## config.mk

```make
export PLATFORM = sky130hd
export DESIGN_NAME = x86_decode_top
export DESIGN_NICKNAME = d
export VERILOG_FILES = /design/src/x86_dec_pkg.sv /design/src/prefix_cmp.sv /design/src/prefix_decode.sv /design/src/opcode_align.sv /design/src/decode_stage.sv /design/src/x86_decode_top.sv
export SDC_FILE = /design/constraint.sdc
export NUM_CORES = 1
export LEC_CHECK = 0
export BUFFER_PORTS_ARGS = -buffer_cell sky130_fd_sc_hd__buf_2
export CAP_MARGIN = 20
export CELL_PAD_IN_SITES_DETAIL_PLACEMENT = 1
export CELL_PAD_IN_SITES_GLOBAL_PLACEMENT = 2
export CORE_MARGIN = 2
export CORE_UTILIZATION = 20
export CTS_CLUSTER_SIZE = 20
export DETAILED_ROUTE_END_ITERATION = 6
export GPL_TIMING_DRIVEN = 0
export PLACE_DENSITY = 0.75
export SYNTH_ARGS = -nofsm -noshare
export SYNTH_HDL_FRONTEND = slang
export SYNTH_HIERARCHICAL = 1
export SYNTH_SLANG_ARGS = --single-unit
```

## constraint.sdc

```tcl
create_clock -name clk -period 1.55 [get_ports clk]
set_clock_uncertainty 0.2 [all_clocks]
set_input_delay 0 -clock clk [delete_from_list [all_inputs] [get_ports clk]]
set_output_delay 0 -clock clk [all_outputs]
set_load 0.01 [all_outputs]
```

## src/x86_dec_pkg.sv

```systemverilog
package x86_dec_pkg;

    typedef logic [7:0]   byte_t;        // one instruction byte
    typedef logic [127:0] packet_t;      // fetch packet, first byte in [127:120]
    typedef logic [2:0]   seg_t;         // encoded segment number
    typedef logic [5:0]   seg_onehot_t;  // one bit per segment override
    typedef logic [1:0]   pfx_count_t;   // prefix count as a sum
    typedef logic [3:0]   pfx_onehot_t;  // bit n set means n prefixes

    localparam int MAX_PREFIXES = 3;

    // legacy prefix codes
    localparam byte_t PFX_REP    = 8'hF3;
    localparam byte_t PFX_CS     = 8'h2E;
    localparam byte_t PFX_SS     = 8'h36;
    localparam byte_t PFX_DS     = 8'h3E;
    localparam byte_t PFX_ES     = 8'h26;
    localparam byte_t PFX_FS     = 8'h64;
    localparam byte_t PFX_GS     = 8'h65;
    localparam byte_t PFX_OPSIZE = 8'h66;

    // bit positions inside seg_onehot_t
    localparam int OH_CS = 0;
    localparam int OH_SS = 1;
    localparam int OH_DS = 2;
    localparam int OH_ES = 3;
    localparam int OH_FS = 4;
    localparam int OH_GS = 5;

    // segment numbers as carried in seg_t
    localparam seg_t SEG_ES = 3'd0;
    localparam seg_t SEG_CS = 3'd1;
    localparam seg_t SEG_SS = 3'd2;
    localparam seg_t SEG_DS = 3'd3;  // default segment
    localparam seg_t SEG_FS = 3'd4;
    localparam seg_t SEG_GS = 3'd5;

endpackage

```

## src/prefix_cmp.sv

```systemverilog
`timescale 1ns/10ps

module prefix_cmp (
    input  x86_dec_pkg::byte_t       prefix,
    output logic                     is_rep,
    output x86_dec_pkg::seg_onehot_t seg_override,  // onehot, at most one bit
    output logic                     is_opsize_override
);

    // codes are all distinct, so at most one output goes high

    always_comb begin
        is_rep             = (prefix == x86_dec_pkg::PFX_REP);
        is_opsize_override = (prefix == x86_dec_pkg::PFX_OPSIZE);

        seg_override                     = '0;
        seg_override[x86_dec_pkg::OH_CS] = (prefix == x86_dec_pkg::PFX_CS);
        seg_override[x86_dec_pkg::OH_SS] = (prefix == x86_dec_pkg::PFX_SS);
        seg_override[x86_dec_pkg::OH_DS] = (prefix == x86_dec_pkg::PFX_DS);
        seg_override[x86_dec_pkg::OH_ES] = (prefix == x86_dec_pkg::PFX_ES);
        seg_override[x86_dec_pkg::OH_FS] = (prefix == x86_dec_pkg::PFX_FS);
        seg_override[x86_dec_pkg::OH_GS] = (prefix == x86_dec_pkg::PFX_GS);
    end

endmodule

```

## src/prefix_decode.sv

```systemverilog
`timescale 1ns/10ps

module prefix_decode (
    input  x86_dec_pkg::byte_t       prefix1,  // packet[127:120]
    input  x86_dec_pkg::byte_t       prefix2,
    input  x86_dec_pkg::byte_t       prefix3,
    output logic                     is_rep,
    output logic                     is_opsize_override,
    output x86_dec_pkg::seg_t        seg,
    output x86_dec_pkg::pfx_count_t  num_prefixes,
    output x86_dec_pkg::pfx_onehot_t num_prefixes_onehot
);

    localparam int N = x86_dec_pkg::MAX_PREFIXES;

    x86_dec_pkg::byte_t       pfx_byte [N];
    x86_dec_pkg::seg_onehot_t seg_m    [N];
    logic [N-1:0]             rep_m;
    logic [N-1:0]             opsize_m;
    logic [N-1:0]             is_pfx;  // byte matches any prefix code
    logic [N-1:0]             qual;    // byte is part of the leading run

    // onehot override to segment number
    function automatic x86_dec_pkg::seg_t seg_encode(input x86_dec_pkg::seg_onehot_t oh);
        x86_dec_pkg::seg_t s;
        s = x86_dec_pkg::SEG_DS;
        if (oh[x86_dec_pkg::OH_CS]) s = x86_dec_pkg::SEG_CS;
        if (oh[x86_dec_pkg::OH_SS]) s = x86_dec_pkg::SEG_SS;
        if (oh[x86_dec_pkg::OH_ES]) s = x86_dec_pkg::SEG_ES;
        if (oh[x86_dec_pkg::OH_FS]) s = x86_dec_pkg::SEG_FS;
        if (oh[x86_dec_pkg::OH_GS]) s = x86_dec_pkg::SEG_GS;
        return s;
    endfunction

    assign pfx_byte[0] = prefix1;
    assign pfx_byte[1] = prefix2;
    assign pfx_byte[2] = prefix3;

    for (genvar i = 0; i < N; i++) begin : g_cmp
        prefix_cmp i_prefix_cmp (
            .prefix             (pfx_byte[i]),
            .is_rep             (rep_m[i]),
            .seg_override       (seg_m[i]),
            .is_opsize_override (opsize_m[i])
        );
        assign is_pfx[i] = rep_m[i] | opsize_m[i] | (|seg_m[i]);
    end

    always_comb begin
        // run stops at the first non-prefix byte
        qual[0] = is_pfx[0];
        for (int i = 1; i < N; i++) begin
            qual[i] = qual[i-1] & is_pfx[i];
        end

        is_rep             = |(rep_m & qual);
        is_opsize_override = |(opsize_m & qual);

        seg          = x86_dec_pkg::SEG_DS;
        num_prefixes = '0;
        for (int i = 0; i < N; i++) begin
            if (qual[i] && (|seg_m[i])) begin
                seg = seg_encode(seg_m[i]);  // later override wins
            end
            num_prefixes = num_prefixes + x86_dec_pkg::pfx_count_t'(qual[i]);
        end

        num_prefixes_onehot = x86_dec_pkg::pfx_onehot_t'(1) << num_prefixes;
    end

endmodule

```

## src/opcode_align.sv

```systemverilog
`timescale 1ns/10ps

module opcode_align (
    input  x86_dec_pkg::packet_t     packet,
    input  x86_dec_pkg::pfx_onehot_t num_prefixes_onehot,
    output x86_dec_pkg::byte_t       opcode,
    output x86_dec_pkg::byte_t       modrm
);

    localparam int N     = x86_dec_pkg::MAX_PREFIXES;
    localparam int LANES = N + 2;  // opcode can sit at lane N, modrm one after

    localparam int PKT_W = $bits(x86_dec_pkg::packet_t);

    x86_dec_pkg::byte_t lane [LANES];

    // lane 0 is the first instruction byte, at the top of the packet
    for (genvar i = 0; i < LANES; i++) begin : g_lane
        assign lane[i] = packet[PKT_W-1-8*i -: 8];
    end

    // and-or mux, select is onehot
    always_comb begin
        opcode = '0;
        modrm  = '0;
        for (int n = 0; n <= N; n++) begin
            opcode = opcode | (lane[n]   & {8{num_prefixes_onehot[n]}});
            modrm  = modrm  | (lane[n+1] & {8{num_prefixes_onehot[n]}});
        end
    end

endmodule

```

## src/decode_stage.sv

```systemverilog
`timescale 1ns/10ps

module decode_stage (
    input  logic                     clk,
    input  logic                     arst_n,

    input  logic                     in_valid,
    output logic                     in_ready,
    input  logic                     out_ready,
    output logic                     out_valid,

    input  logic                     d_is_rep,
    input  logic                     d_is_opsize_override,
    input  x86_dec_pkg::seg_t        d_seg,
    input  x86_dec_pkg::pfx_count_t  d_num_prefixes,
    input  x86_dec_pkg::pfx_onehot_t d_num_prefixes_onehot,
    input  x86_dec_pkg::byte_t       d_opcode,
    input  x86_dec_pkg::byte_t       d_modrm,

    output logic                     q_is_rep,
    output logic                     q_is_opsize_override,
    output x86_dec_pkg::seg_t        q_seg,
    output x86_dec_pkg::pfx_count_t  q_num_prefixes,
    output x86_dec_pkg::pfx_onehot_t q_num_prefixes_onehot,
    output x86_dec_pkg::byte_t       q_opcode,
    output x86_dec_pkg::byte_t       q_modrm
);

    logic full;  // slot holds a result
    logic load;

    // slot frees up in the same cycle it is drained
    assign in_ready  = ~full | out_ready;
    assign load      = in_valid & in_ready;
    assign out_valid = full;

    always_ff @(posedge clk or negedge arst_n) begin
        if (!arst_n) begin
            full <= 1'b0;
        end else if (load) begin
            full <= 1'b1;
        end else if (out_ready) begin
            full <= 1'b0;  // taken, nothing new
        end
    end

    // payload only moves on an accepted input
    always_ff @(posedge clk) begin
        if (load) begin
            q_is_rep              <= d_is_rep;
            q_is_opsize_override  <= d_is_opsize_override;
            q_seg                 <= d_seg;
            q_num_prefixes        <= d_num_prefixes;
            q_num_prefixes_onehot <= d_num_prefixes_onehot;
            q_opcode              <= d_opcode;
            q_modrm               <= d_modrm;
        end
    end

endmodule

```

## src/x86_decode_top.sv

```systemverilog
`timescale 1ns/10ps

module x86_decode_top (
    input  logic                     clk,
    input  logic                     arst_n,

    input  x86_dec_pkg::packet_t     packet,
    input  logic                     in_valid,
    output logic                     in_ready,

    output logic                     out_valid,
    input  logic                     out_ready,
    output logic                     is_rep,
    output logic                     is_opsize_override,
    output x86_dec_pkg::seg_t        seg,
    output x86_dec_pkg::pfx_count_t  num_prefixes,
    output x86_dec_pkg::pfx_onehot_t num_prefixes_onehot,
    output x86_dec_pkg::byte_t       opcode,
    output x86_dec_pkg::byte_t       modrm
);

    // combinational decode results, before the register
    logic                     dec_is_rep;
    logic                     dec_is_opsize_override;
    x86_dec_pkg::seg_t        dec_seg;
    x86_dec_pkg::pfx_count_t  dec_num_prefixes;
    x86_dec_pkg::pfx_onehot_t dec_num_prefixes_onehot;
    x86_dec_pkg::byte_t       dec_opcode;
    x86_dec_pkg::byte_t       dec_modrm;

    prefix_decode i_prefix_decode (
        .prefix1             (packet[127:120]),
        .prefix2             (packet[119:112]),
        .prefix3             (packet[111:104]),
        .is_rep              (dec_is_rep),
        .is_opsize_override  (dec_is_opsize_override),
        .seg                 (dec_seg),
        .num_prefixes        (dec_num_prefixes),
        .num_prefixes_onehot (dec_num_prefixes_onehot)
    );

    opcode_align i_opcode_align (
        .packet              (packet),
        .num_prefixes_onehot (dec_num_prefixes_onehot),
        .opcode              (dec_opcode),
        .modrm               (dec_modrm)
    );

    decode_stage i_decode_stage (
        .clk                   (clk),
        .arst_n                (arst_n),
        .in_valid              (in_valid),
        .in_ready              (in_ready),
        .out_ready             (out_ready),
        .out_valid             (out_valid),
        .d_is_rep              (dec_is_rep),
        .d_is_opsize_override  (dec_is_opsize_override),
        .d_seg                 (dec_seg),
        .d_num_prefixes        (dec_num_prefixes),
        .d_num_prefixes_onehot (dec_num_prefixes_onehot),
        .d_opcode              (dec_opcode),
        .d_modrm               (dec_modrm),
        .q_is_rep              (is_rep),
        .q_is_opsize_override  (is_opsize_override),
        .q_seg                 (seg),
        .q_num_prefixes        (num_prefixes),
        .q_num_prefixes_onehot (num_prefixes_onehot),
        .q_opcode              (opcode),
        .q_modrm               (modrm)
    );

endmodule

```

* After elaboration in Yosys (flattened, before gate mapping)
Cells that the tools add are included.
** Word-level totals
- Bits of input ports :: 132
- Output and inout port bits :: 29
- Register bits :: 28
** Operators by class
- Equality and inequality tests :: 24
- Reductions and logical operators :: 9
- Add/sub/neg operators :: 2
- Bitwise operators :: 27
- Mux-type cells :: 20
- Shifts and indexed selects :: 1
** Operator list (count)
- == test 8 x 6 -> 1 bit (second input constant) :: 12
- == test 8 x 7 -> 1 bit (second input constant) :: 9
- AND 8 bit :: 8
- OR 8 bit :: 6
- two-way mux 3 bit :: 9
- == test 8 bit (second input constant) :: 3
- two-way mux 2 bit :: 9
- OR reduction 6 bit :: 3
- OR 1 bit :: 7
- AND 3 bit :: 2
- OR reduction 3 bit :: 2
- << shifter 1 x 2 -> 4 bit (first input constant) :: 1
- AND 1 bit :: 3
- logical AND 1 bit :: 3
- adder 1 x 1 -> 2 bit :: 1
- adder 2 x 1 -> 2 bit :: 1
- two-way mux 1 bit :: 2
- nonzero test 2 bit :: 1
- inverter 1 bit :: 1

* Longest topological paths before layout
Gate-level depths: netlist of the first run.
- Word-level depth :: 11
- Depth in mapped cells :: 11

* Hierarchy
Netlist of the first run, hierarchy kept.
** Modules (own cells, without submodules)
- decode_stage :: cells each 31, seq. area each 835.8 um^2, times used 1, area an instance 864.6 um^2
- prefix_cmp :: cells each 16, seq. area each 0.0 um^2, times used 3, area an instance 138.9 um^2
- opcode_align :: cells each 56, seq. area each 0.0 um^2, times used 1, area an instance 395.4 um^2
- prefix_decode :: cells each 44, seq. area each 0.0 um^2, times used 1, area an instance 241.5 um^2

* Worst setup path after synthesis of the first run
No wires, ideal clock.
- Path type :: in2reg
- Start point :: in packet[115]
- End point :: reg i_decode_stage.q_modrm[0], data pin
- Stages on the path :: 11
- Slack :: -985 ps
- Setup time :: 259 ps
- Path buffers :: 2
- Data arrival time :: 2076 ps
- Cells stage by stage :: nand4bb_1 > nor4_1 > or3_1 > or4_4 > or3_4 > nand2_1 > nor2_1 > buf_6 > buf_6 > a22oi_1 > nand2_1
** RTL lines
- from (decl) :: RTL line x86_decode_top.sv:7 : input x86_dec_pkg::packet_t packet,
- to (signal assigned) :: RTL line decode_stage.sv:56 : q_modrm <= d_modrm;
- to (decl) :: RTL line decode_stage.sv:26 : output x86_dec_pkg::byte_t q_modrm

==> key figures, run 1 <==
Synthesis
  – Post-synth EDFFs: 27
  – Post-synthesis async set-or-reset flop share: 3.571%
  – Ranking of synthesized cells by instance count: a22oi_1, edfxtp_1, nand2_1
  – Main combinational cell family by area after synthesis: simple AND/OR/NAND/NOR gates
  – Avg Cell Area, Syn: ~11 sq um
  – Synth area leader: edfxtp_1
  – Largest cells by area after synthesis: edfxtp_1, a22oi_1, buf_6, nand4bb_4, nand2_1
  – Ys flop type: edfxtp_1
  – Mux contribution to synthesized area: 0%
  – Count leader, synth: a22oi_1
  – XOR/XNOR Fraction of Synth Area: 0%
  – Synth Register Bits: 28
  – Synth Area in Adders: 0%
  – Syn nets: 311
  – Synth Area in Simple Gates: between 30% and 40%
  – Area share of the largest cell type after synthesis: 42.27%
  – Count of cell types in the netlist: 31
  – Synth warn: 6
  – Post-synthesis cell area: 1918 sq um
  – Mapped Cells: around 180
  – Synth Area in Compound Gates: 17.03%
  – Sequential share of the synthesized area: 43.57%

CTS
  – CTS Buffer Depth: 2
  – CTS Sinks: 28
  – H-tree Lvls: 1
  – Skew-Pair Late Insertion Delay: 0.27 ns
  – CTS tree: built
  – Inserted Clock Buffers: 3
  – CTS Root Cell: clkbuf_8
  – Clock slew at reported path FFs: 0.10 ns

Die
  – Ports: 161
  – Die H: slightly above 100 microns
  – Core area: 9284 sq um
  – Initial Utilization: 20.66%
  – Placement Rows: 35
  – Die Width: 101.9 microns
  – DIE AREA: 10390 sq um

Routing
  – Final wirelength: 7471 microns
  – Highest routed layer: met4
  – Routed met3 length: 336 microns
  – Met2 wire len: 3869 microns
  – Routed len/inst: 16.90 microns
  – M1 WL: approximately 3200 microns
  – DRC: 0
  – Post-route ant nets: 0
  – Pre-antenna DRT Iters: 4
  – DR vias/cell: 4.697
  – Vias: 2076
  – DRT iter0 DRCs: 107

Placed design
  – Pre-CTS setup slack: -1.358 ns
  – Port buffer count: 72
  – Final Wtd Congestion: between 0.7 and 0.8
  – Placed Area: 2474 sq um
  – Hpwl dp: a little over 5000 microns

Pwr
  – Max IR drop VDD: roughly 0.24 mV
  – Lkg Pwr: approximately 1.3 nW
  – Power per standard cell area: 528.0 nW/um^2
  – Final Power: 1.749 mW

Timing
  – Slew @ Worst Pin: 0.5835 ns
  – Final Hold Vio Count: 6
  – Crit share post-route: 151.3%
  – Minimum hold slack: -0.1338 ns
  – Finish-stage setup viols: 26
  – Final worst path period need: ~2.3 ns
  – Slew Limit Headroom: 60.80%
  – Setup WS post-layout: -0.7958 ns
  – Max Slew Vio Count: 0
  – RSZ-0062 raised after global routing: true
  – FMAX: 426.3 MHz

Worst hold path
  – Hold Crit Endpoint: i_decode_stage/q_modrm[3]$_DFFE_PP_
  – Hold Crit Start: packet[115]
  – Worst Hold Class: primary input to flip-flop
  – WHS Path Cells: 3

Setup path
  – Slowest stage delay, CP: 0.42 ns
  – Worst R2R Setup Slack: between 0.1 and 0.15 ns
  – Setup CP Type: primary input to flip-flop
  – Crit path DAT: 2.18 ns
  – Crit path buf inv count: 3
  – Worst Reg2Reg Path Length in Cells: 2
  – Worst EP required: between 1 and 1.5 ns
  – Crit path max-delay family: simple AND/OR/NAND/NOR gates
  – Critical path fanouts, max: 6
  – CP Launch Type: primary input
  – Worst r2r src: i_decode_stage/out_valid$_DFFE_PN0P_
  – Slowest stage cell, crit path: or4_4
  – RR Endpoint: i_decode_stage/q_is_opsize_override$_DFFE_PP_
  – Ordered list of cells on the worst path: buf_8, nand4bb_4, nor4_4, or3_4, or4_4, or3_4, nand2_4, nor2_4, buf_6, buf_8, a22oi_1, nand2_1
  – Element type at the critical path end: flip-flop

Global route
  – Initial antenna violation count: 0
  – Largest net degree at the start of global routing: 28
  – GRT Resource Usage Total: 14.30%
  – Total grt overflow: 0
  – Vias in the first global route: between 2000 and 2500
  – Global-route wire length before repair: 11500 microns

Outcome
  – Outcome: complete, but fails checks
  – Failing checks: negative hold slack, negative setup slack

Final layout
  – ANT cells: 0
  – Finished Cell Area: 3312 sq um
  – Area Growth Syn to Fin: 72.67%
  – Fill count: around 1100
  – Nets: 446
  – Layout cells sized above 1: 46.01%
  – Fin util: 35.67%

Run
  – Maxcap violations: 0
## cell usage in the layout (no fill, tap or decap), types with 2 or more instances in the layout
cell type / Yosys / layout
nand2b_1: 7 / 5
nor4_1: 10 / 9
clkbuf_8: 0 / 3
buf_16: 0 / 2
buf_2: 0 / 64
nand4bb_4: 3 / 4
a22oi_1: 31 / 19
o22ai_1: 4 / 3
dlygate4sd3_1: 0 / 37
nand4_1: 3 / 3
nor2_4: 0 / 2
and3_4: 1 / 2
buf_6: 8 / 11
nor3_1: 6 / 6
o21bai_1: 2 / 2
nand4b_1: 3 / 3
nor4_2: 3 / 2
edfxtp_1: 27 / 27
nor2_1: 19 / 16
or3_4: 1 / 2
buf_8: 0 / 5
nand2_1: 21 / 20
nor4b_4: 0 / 2
a21oi_1: 3 / 3
nand4bb_1: 6 / 5
o21ai_0: 3 / 3
a22oi_2: 1 / 13
nor4_4: 0 / 2
buf_4: 0 / 18
nand2b_4: 1 / 3
inv_1: 4 / 4
## flip-flops by register name, indices dropped and copies added, names as in the netlist
name / flops
i_decode_stage/q_modrm: 8
i_decode_stage/q_opcode: 8
i_decode_stage/q_num_prefixes_onehot: 4
i_decode_stage/q_seg: 3
i_decode_stage/q_num_prefixes: 2
i_decode_stage/out_valid: 1
i_decode_stage/q_is_opsize_override: 1
i_decode_stage/q_is_rep: 1
## metal layers
layer,global-route usage (%),vias to the layer above
li1,-,990
met1,18.48,1022
met2,25.46,60
met3,1.984,4
met4,2.974,0
met5,0,-
## cell type report
type / instances / area [sq um] / share of cell area (%)
clock buffer: 4 / 45.04 / 1.360
inverter: 4 / 15.01 / 0.4533
buffer: 7 / 86.33 / 2.607
sequential: 28 / 835.8 / 25.24
multi-input combinational: 139 / 1155 / 34.87
timing repair buffer: 131 / 1013 / 30.60
tap: 129 / 161.4 / 4.873
## cells by family (layout without fill, tap and decap cells)
family / after synthesis / count (layout)
simple gates: 94 / 94
compound gates: 45 / 45
flops: 28 / 28
buf+inv: 12 / 146
## worst reg2reg max path: stages, from the launching register on
cell	delay, ns
dfrtp_1	0.42
nand2b_4	0.08
and2_4	0.38
## where the power goes
group,internal [mW],switching [mW],total (mW)
clock network,0.184,0.228,0.412
registers,0.875,0.00969,0.884
logic,0.227,0.225,0.452
total,1.29,0.462,1.75
## worst max path at each step
stage / slack, ns / depth (start not counted) / to / from
finish: -0.80 / 12 / i_decode_stage/q_modrm[5]$_DFFE_PP_ / packet[119]
global route: -0.85 / 12 / i_decode_stage/q_modrm[5]$_DFFE_PP_ / packet[119]
CTS: -0.84 / 12 / i_decode_stage/q_opcode[3]$_DFFE_PP_ / packet[112]
detailed placement: -1.36 / 12 / i_decode_stage/q_opcode[3]$_DFFE_PP_ / packet[116]
global placement: -1.33 / 12 / i_decode_stage/q_opcode[3]$_DFFE_PP_ / packet[116]
floorplan: -0.92 / 10 / i_decode_stage/q_modrm[0]$_DFFE_PP_ / packet[119]
## repair_timing
item,CTS,global route
gates cloned,2,0
hold buffers,35,2
resized for setup,47,6
buffers inserted,17,3
pin swaps,16,10
setup endpoints to repair,27,27
endpoints found under the hold margin,18,6
## through the flow
stage,instances,setup TNS (ns)
final,442,-16.62
after global routing,442,-17.69
after CTS,437,-18.16
after detailed placement,380,-28.11
after global placement,380,-27.33
after floorplan,179,-18.60
Note: power is estimated with default switching activity, not from simulation.
==> run 2, diff against run 1 <==
CELL_PAD_IN_SITES_DETAIL_PLACEMENT = 0   (was 1)
==> run 2 against run 1 <==
First-iteration DRC count is 4.7% higher; utilization increased by 0.81 points; count of clock-buffer cells in the layout decreased by 1; largest power group unchanged; power is 0.48% higher; largest cell class unchanged; the flow still finishes with violations (negative hold slack, negative setup slack).
==> key figures, run 2 (synthesis results as in run 1) <==
Final layout
  – Layout cells sized above 1: a little under half
  – Largest regs: i_decode_stage/q_modrm: 8 flops, i_decode_stage/q_opcode: 8 flops, i_decode_stage/q_num_prefixes_onehot: 4 flops
  – FF/Latch Area: ~840 sq um
  – Commonest non-fill, non-tap cell in the layout: buf_2
  – Multi-input logic area: 1165 sq um
  – ANT cells: 0
  – Area Growth Syn to Fin: 76.58%
  – Nets: 452
  – Fill count: 958
  – Most frequent cells in the layout: buf_2, dlygate4sd3_1, edfxtp_1, nand2_1

Timing
  – RSZ-0062 raised after global routing: true
  – FMAX: 437.5 MHz
  – Minimum hold slack: -0.07390 ns
  – Final Hold Vio Count: 1
  – Setup WS post-layout: -0.7358 ns
  – Finish-stage setup viols: 26
  – Slew Limit Headroom: 66.30%
  – Crit share post-route: 147.5%
  – Slew @ Worst Pin: 0.5008 ns
  – Setup TNS: -15.13 ns
  – Final worst path period need: roughly 2.3 ns
  – Max Slew Vio Count: 0

Pwr
  – Final Power: 1.757 mW
  – Max IR drop VDD: between 0.3 and 0.4 mV
  – Power per standard cell area: about 520 nW/um^2
  – Lkg Pwr: about 1.3 nW

CTS
  – Skew-Pair Late Insertion Delay: 0.27 ns
  – Clock slew at reported path FFs: 0.10 ns
  – H-tree Lvls: 1
  – CTS Sinks: 28
  – CTS tree: built
  – Inserted Clock Buffers: 3
  – CTS Buffer Depth: 2
  – CTS Root Cell: clkbuf_8

Setup path
  – Critical path origin: packet[115]
  – Critical path fanouts, max: 5
  – RR Endpoint: i_decode_stage/q_seg[0]$_DFFE_PP_
  – Worst r2r src: i_decode_stage/out_valid$_DFFE_PN0P_
  – CP Launch Type: primary input
  – Worst R2R Setup Slack: between 0.1 and 0.15 ns
  – Worst Reg2Reg Path Length in Cells: 2
  – Crit path DAT: 2.12 ns
  – Setup CP Type: primary input to flip-flop
  – Worst EP required: 1.38 ns
  – Element type at the critical path end: flip-flop

Global route
  – Initial antenna violation count: 0
  – GRT Resource Usage Total: around 13%
  – Vias in the first global route: 2016
  – Global-route wire length before repair: between 10000 and 15000 microns
  – Largest net degree at the start of global routing: 28
  – Total grt overflow: 0

Worst hold path
  – WHS Path Cells: 3
  – Hold Crit Start: packet[113]
  – Worst Hold Class: primary input to flip-flop
  – Hold Crit Endpoint: i_decode_stage/q_modrm[1]$_DFFE_PP_

Die
  – Placement Rows: 35
  – Initial Utilization: 20.66%
  – DIE AREA: 10390 sq um
  – Die Width: 101.9 microns
  – Ports: between 150 and 200
  – Core area: 9284 sq um
  – Die H: 101.9 microns

Routing
  – Routed len/inst: 15.41 microns
  – Pre-antenna DRT Iters: 4
  – Post-route ant nets: 0
  – DRC: 0
  – Vias: 2073
  – DR vias/cell: about 4.6
  – Final wirelength: 6902 microns
  – DRT iter0 DRCs: roughly 110

Placed design
  – Hpwl dp: 4793 microns
  – Port buffer count: 72
  – Final Wtd Congestion: 0.7712

Run
  – Maxcap violations: 0

Outcome
  – Outcome: complete, but fails checks
  – Failing checks: negative hold slack, negative setup slack
==> run 2: cell types whose count changed in the layout (fill, tap and decap cells not counted), moves of 2 or more <==
cell | before | now
dlygate4sd3_1 | 37 | 42
a22oi_1 | 19 | 17
a22oi_2 | 13 | 15
buf_6 | 11 | 13
==> run 2: how the worst max path moves through the flow <==
stage                                                 to  slack [ns]
finish              i_decode_stage/q_opcode[3]$_DFFE_PP_       -0.74
global route        i_decode_stage/q_opcode[3]$_DFFE_PP_       -0.79
CTS                 i_decode_stage/q_opcode[3]$_DFFE_PP_       -0.84
detailed placement  i_decode_stage/q_opcode[3]$_DFFE_PP_       -1.34
global placement    i_decode_stage/q_opcode[3]$_DFFE_PP_       -1.33
floorplan            i_decode_stage/q_modrm[0]$_DFFE_PP_       -0.92
==> run 2: where the power goes <==
group / internal [mW] / total, mW / switching [mW] / leakage, nW
Sequential: 0.875 / 0.885 / 0.0101 / 0.266
Combinational: 0.237 / 0.459 / 0.222 / 1.01
Clock: 0.178 / 0.413 / 0.235 / 0.0231
Total: 1.29 / 1.76 / 0.467 / 1.30
==> run 2: timing repair <==
| action | in CTS | in global routing |
|---|---|---|
| pin swaps | 14 | 9 |
| buffers inserted | 18 | 3 |
| endpoints found under the setup margin | 26 | 27 |
| endpoints found under the hold margin | 18 | 4 |
| hold buffers | 38 | 4 |
| gates resized for setup | 48 | 10 |
| gates cloned | 2 | 0 |
==> run 2: stage by stage <==
stage / instance area (sq um) / hold WS (ns) / util, % / setup slack [ns] / cells
global route: 3387 / -0.04903 / 36.48 / -0.7900 / 448
detailed placement: 2474 / -0.4194 / 26.64 / -1.337 / 380
floorplan: 1952 / -0.4956 / - / -0.9223 / 179
CTS: 3281 / -0.1384 / 35.34 / -0.8439 / 441
global placement: 2474 / -0.4227 / 26.64 / -1.330 / 380
finish: 3387 / -0.07390 / 36.48 / -0.7358 / 448
==> run 2: layout make-up <==
| class | count | area share (%) |
|---|---|---|
| Sequential cell | 28 | 24.68 |
| Inverter | 4 | 0.4433 |
| Tap cell | 129 | 4.765 |
| Clock buffer | 3 | 1.219 |
| Clock inverter | 1 | 0.1108 |
| Buffer | 7 | 2.549 |
| Multi-Input combinational cell | 139 | 34.39 |
| Timing Repair Buffer | 137 | 31.84 |
==> run 2: worst max-delay path, stage by stage <==
cell       delay [ns]
buf_8            0.08
nand4bb_4        0.16
nor4_4           0.05
or3_4            0.38
or4_4            0.42
or3_4            0.38
and3_4           0.23
buf_8            0.14
a22oi_2          0.20
nand2_1          0.07
==> run 2: routing by layer <==
layer	up-vias	wire [microns]	global-route usage [%]
li1	1001	-	-
met1	1013	3234	17.89
met2	57	3286	20.80
met3	2	326	2.052
met4	0	55	3.077
met5	-	0	0
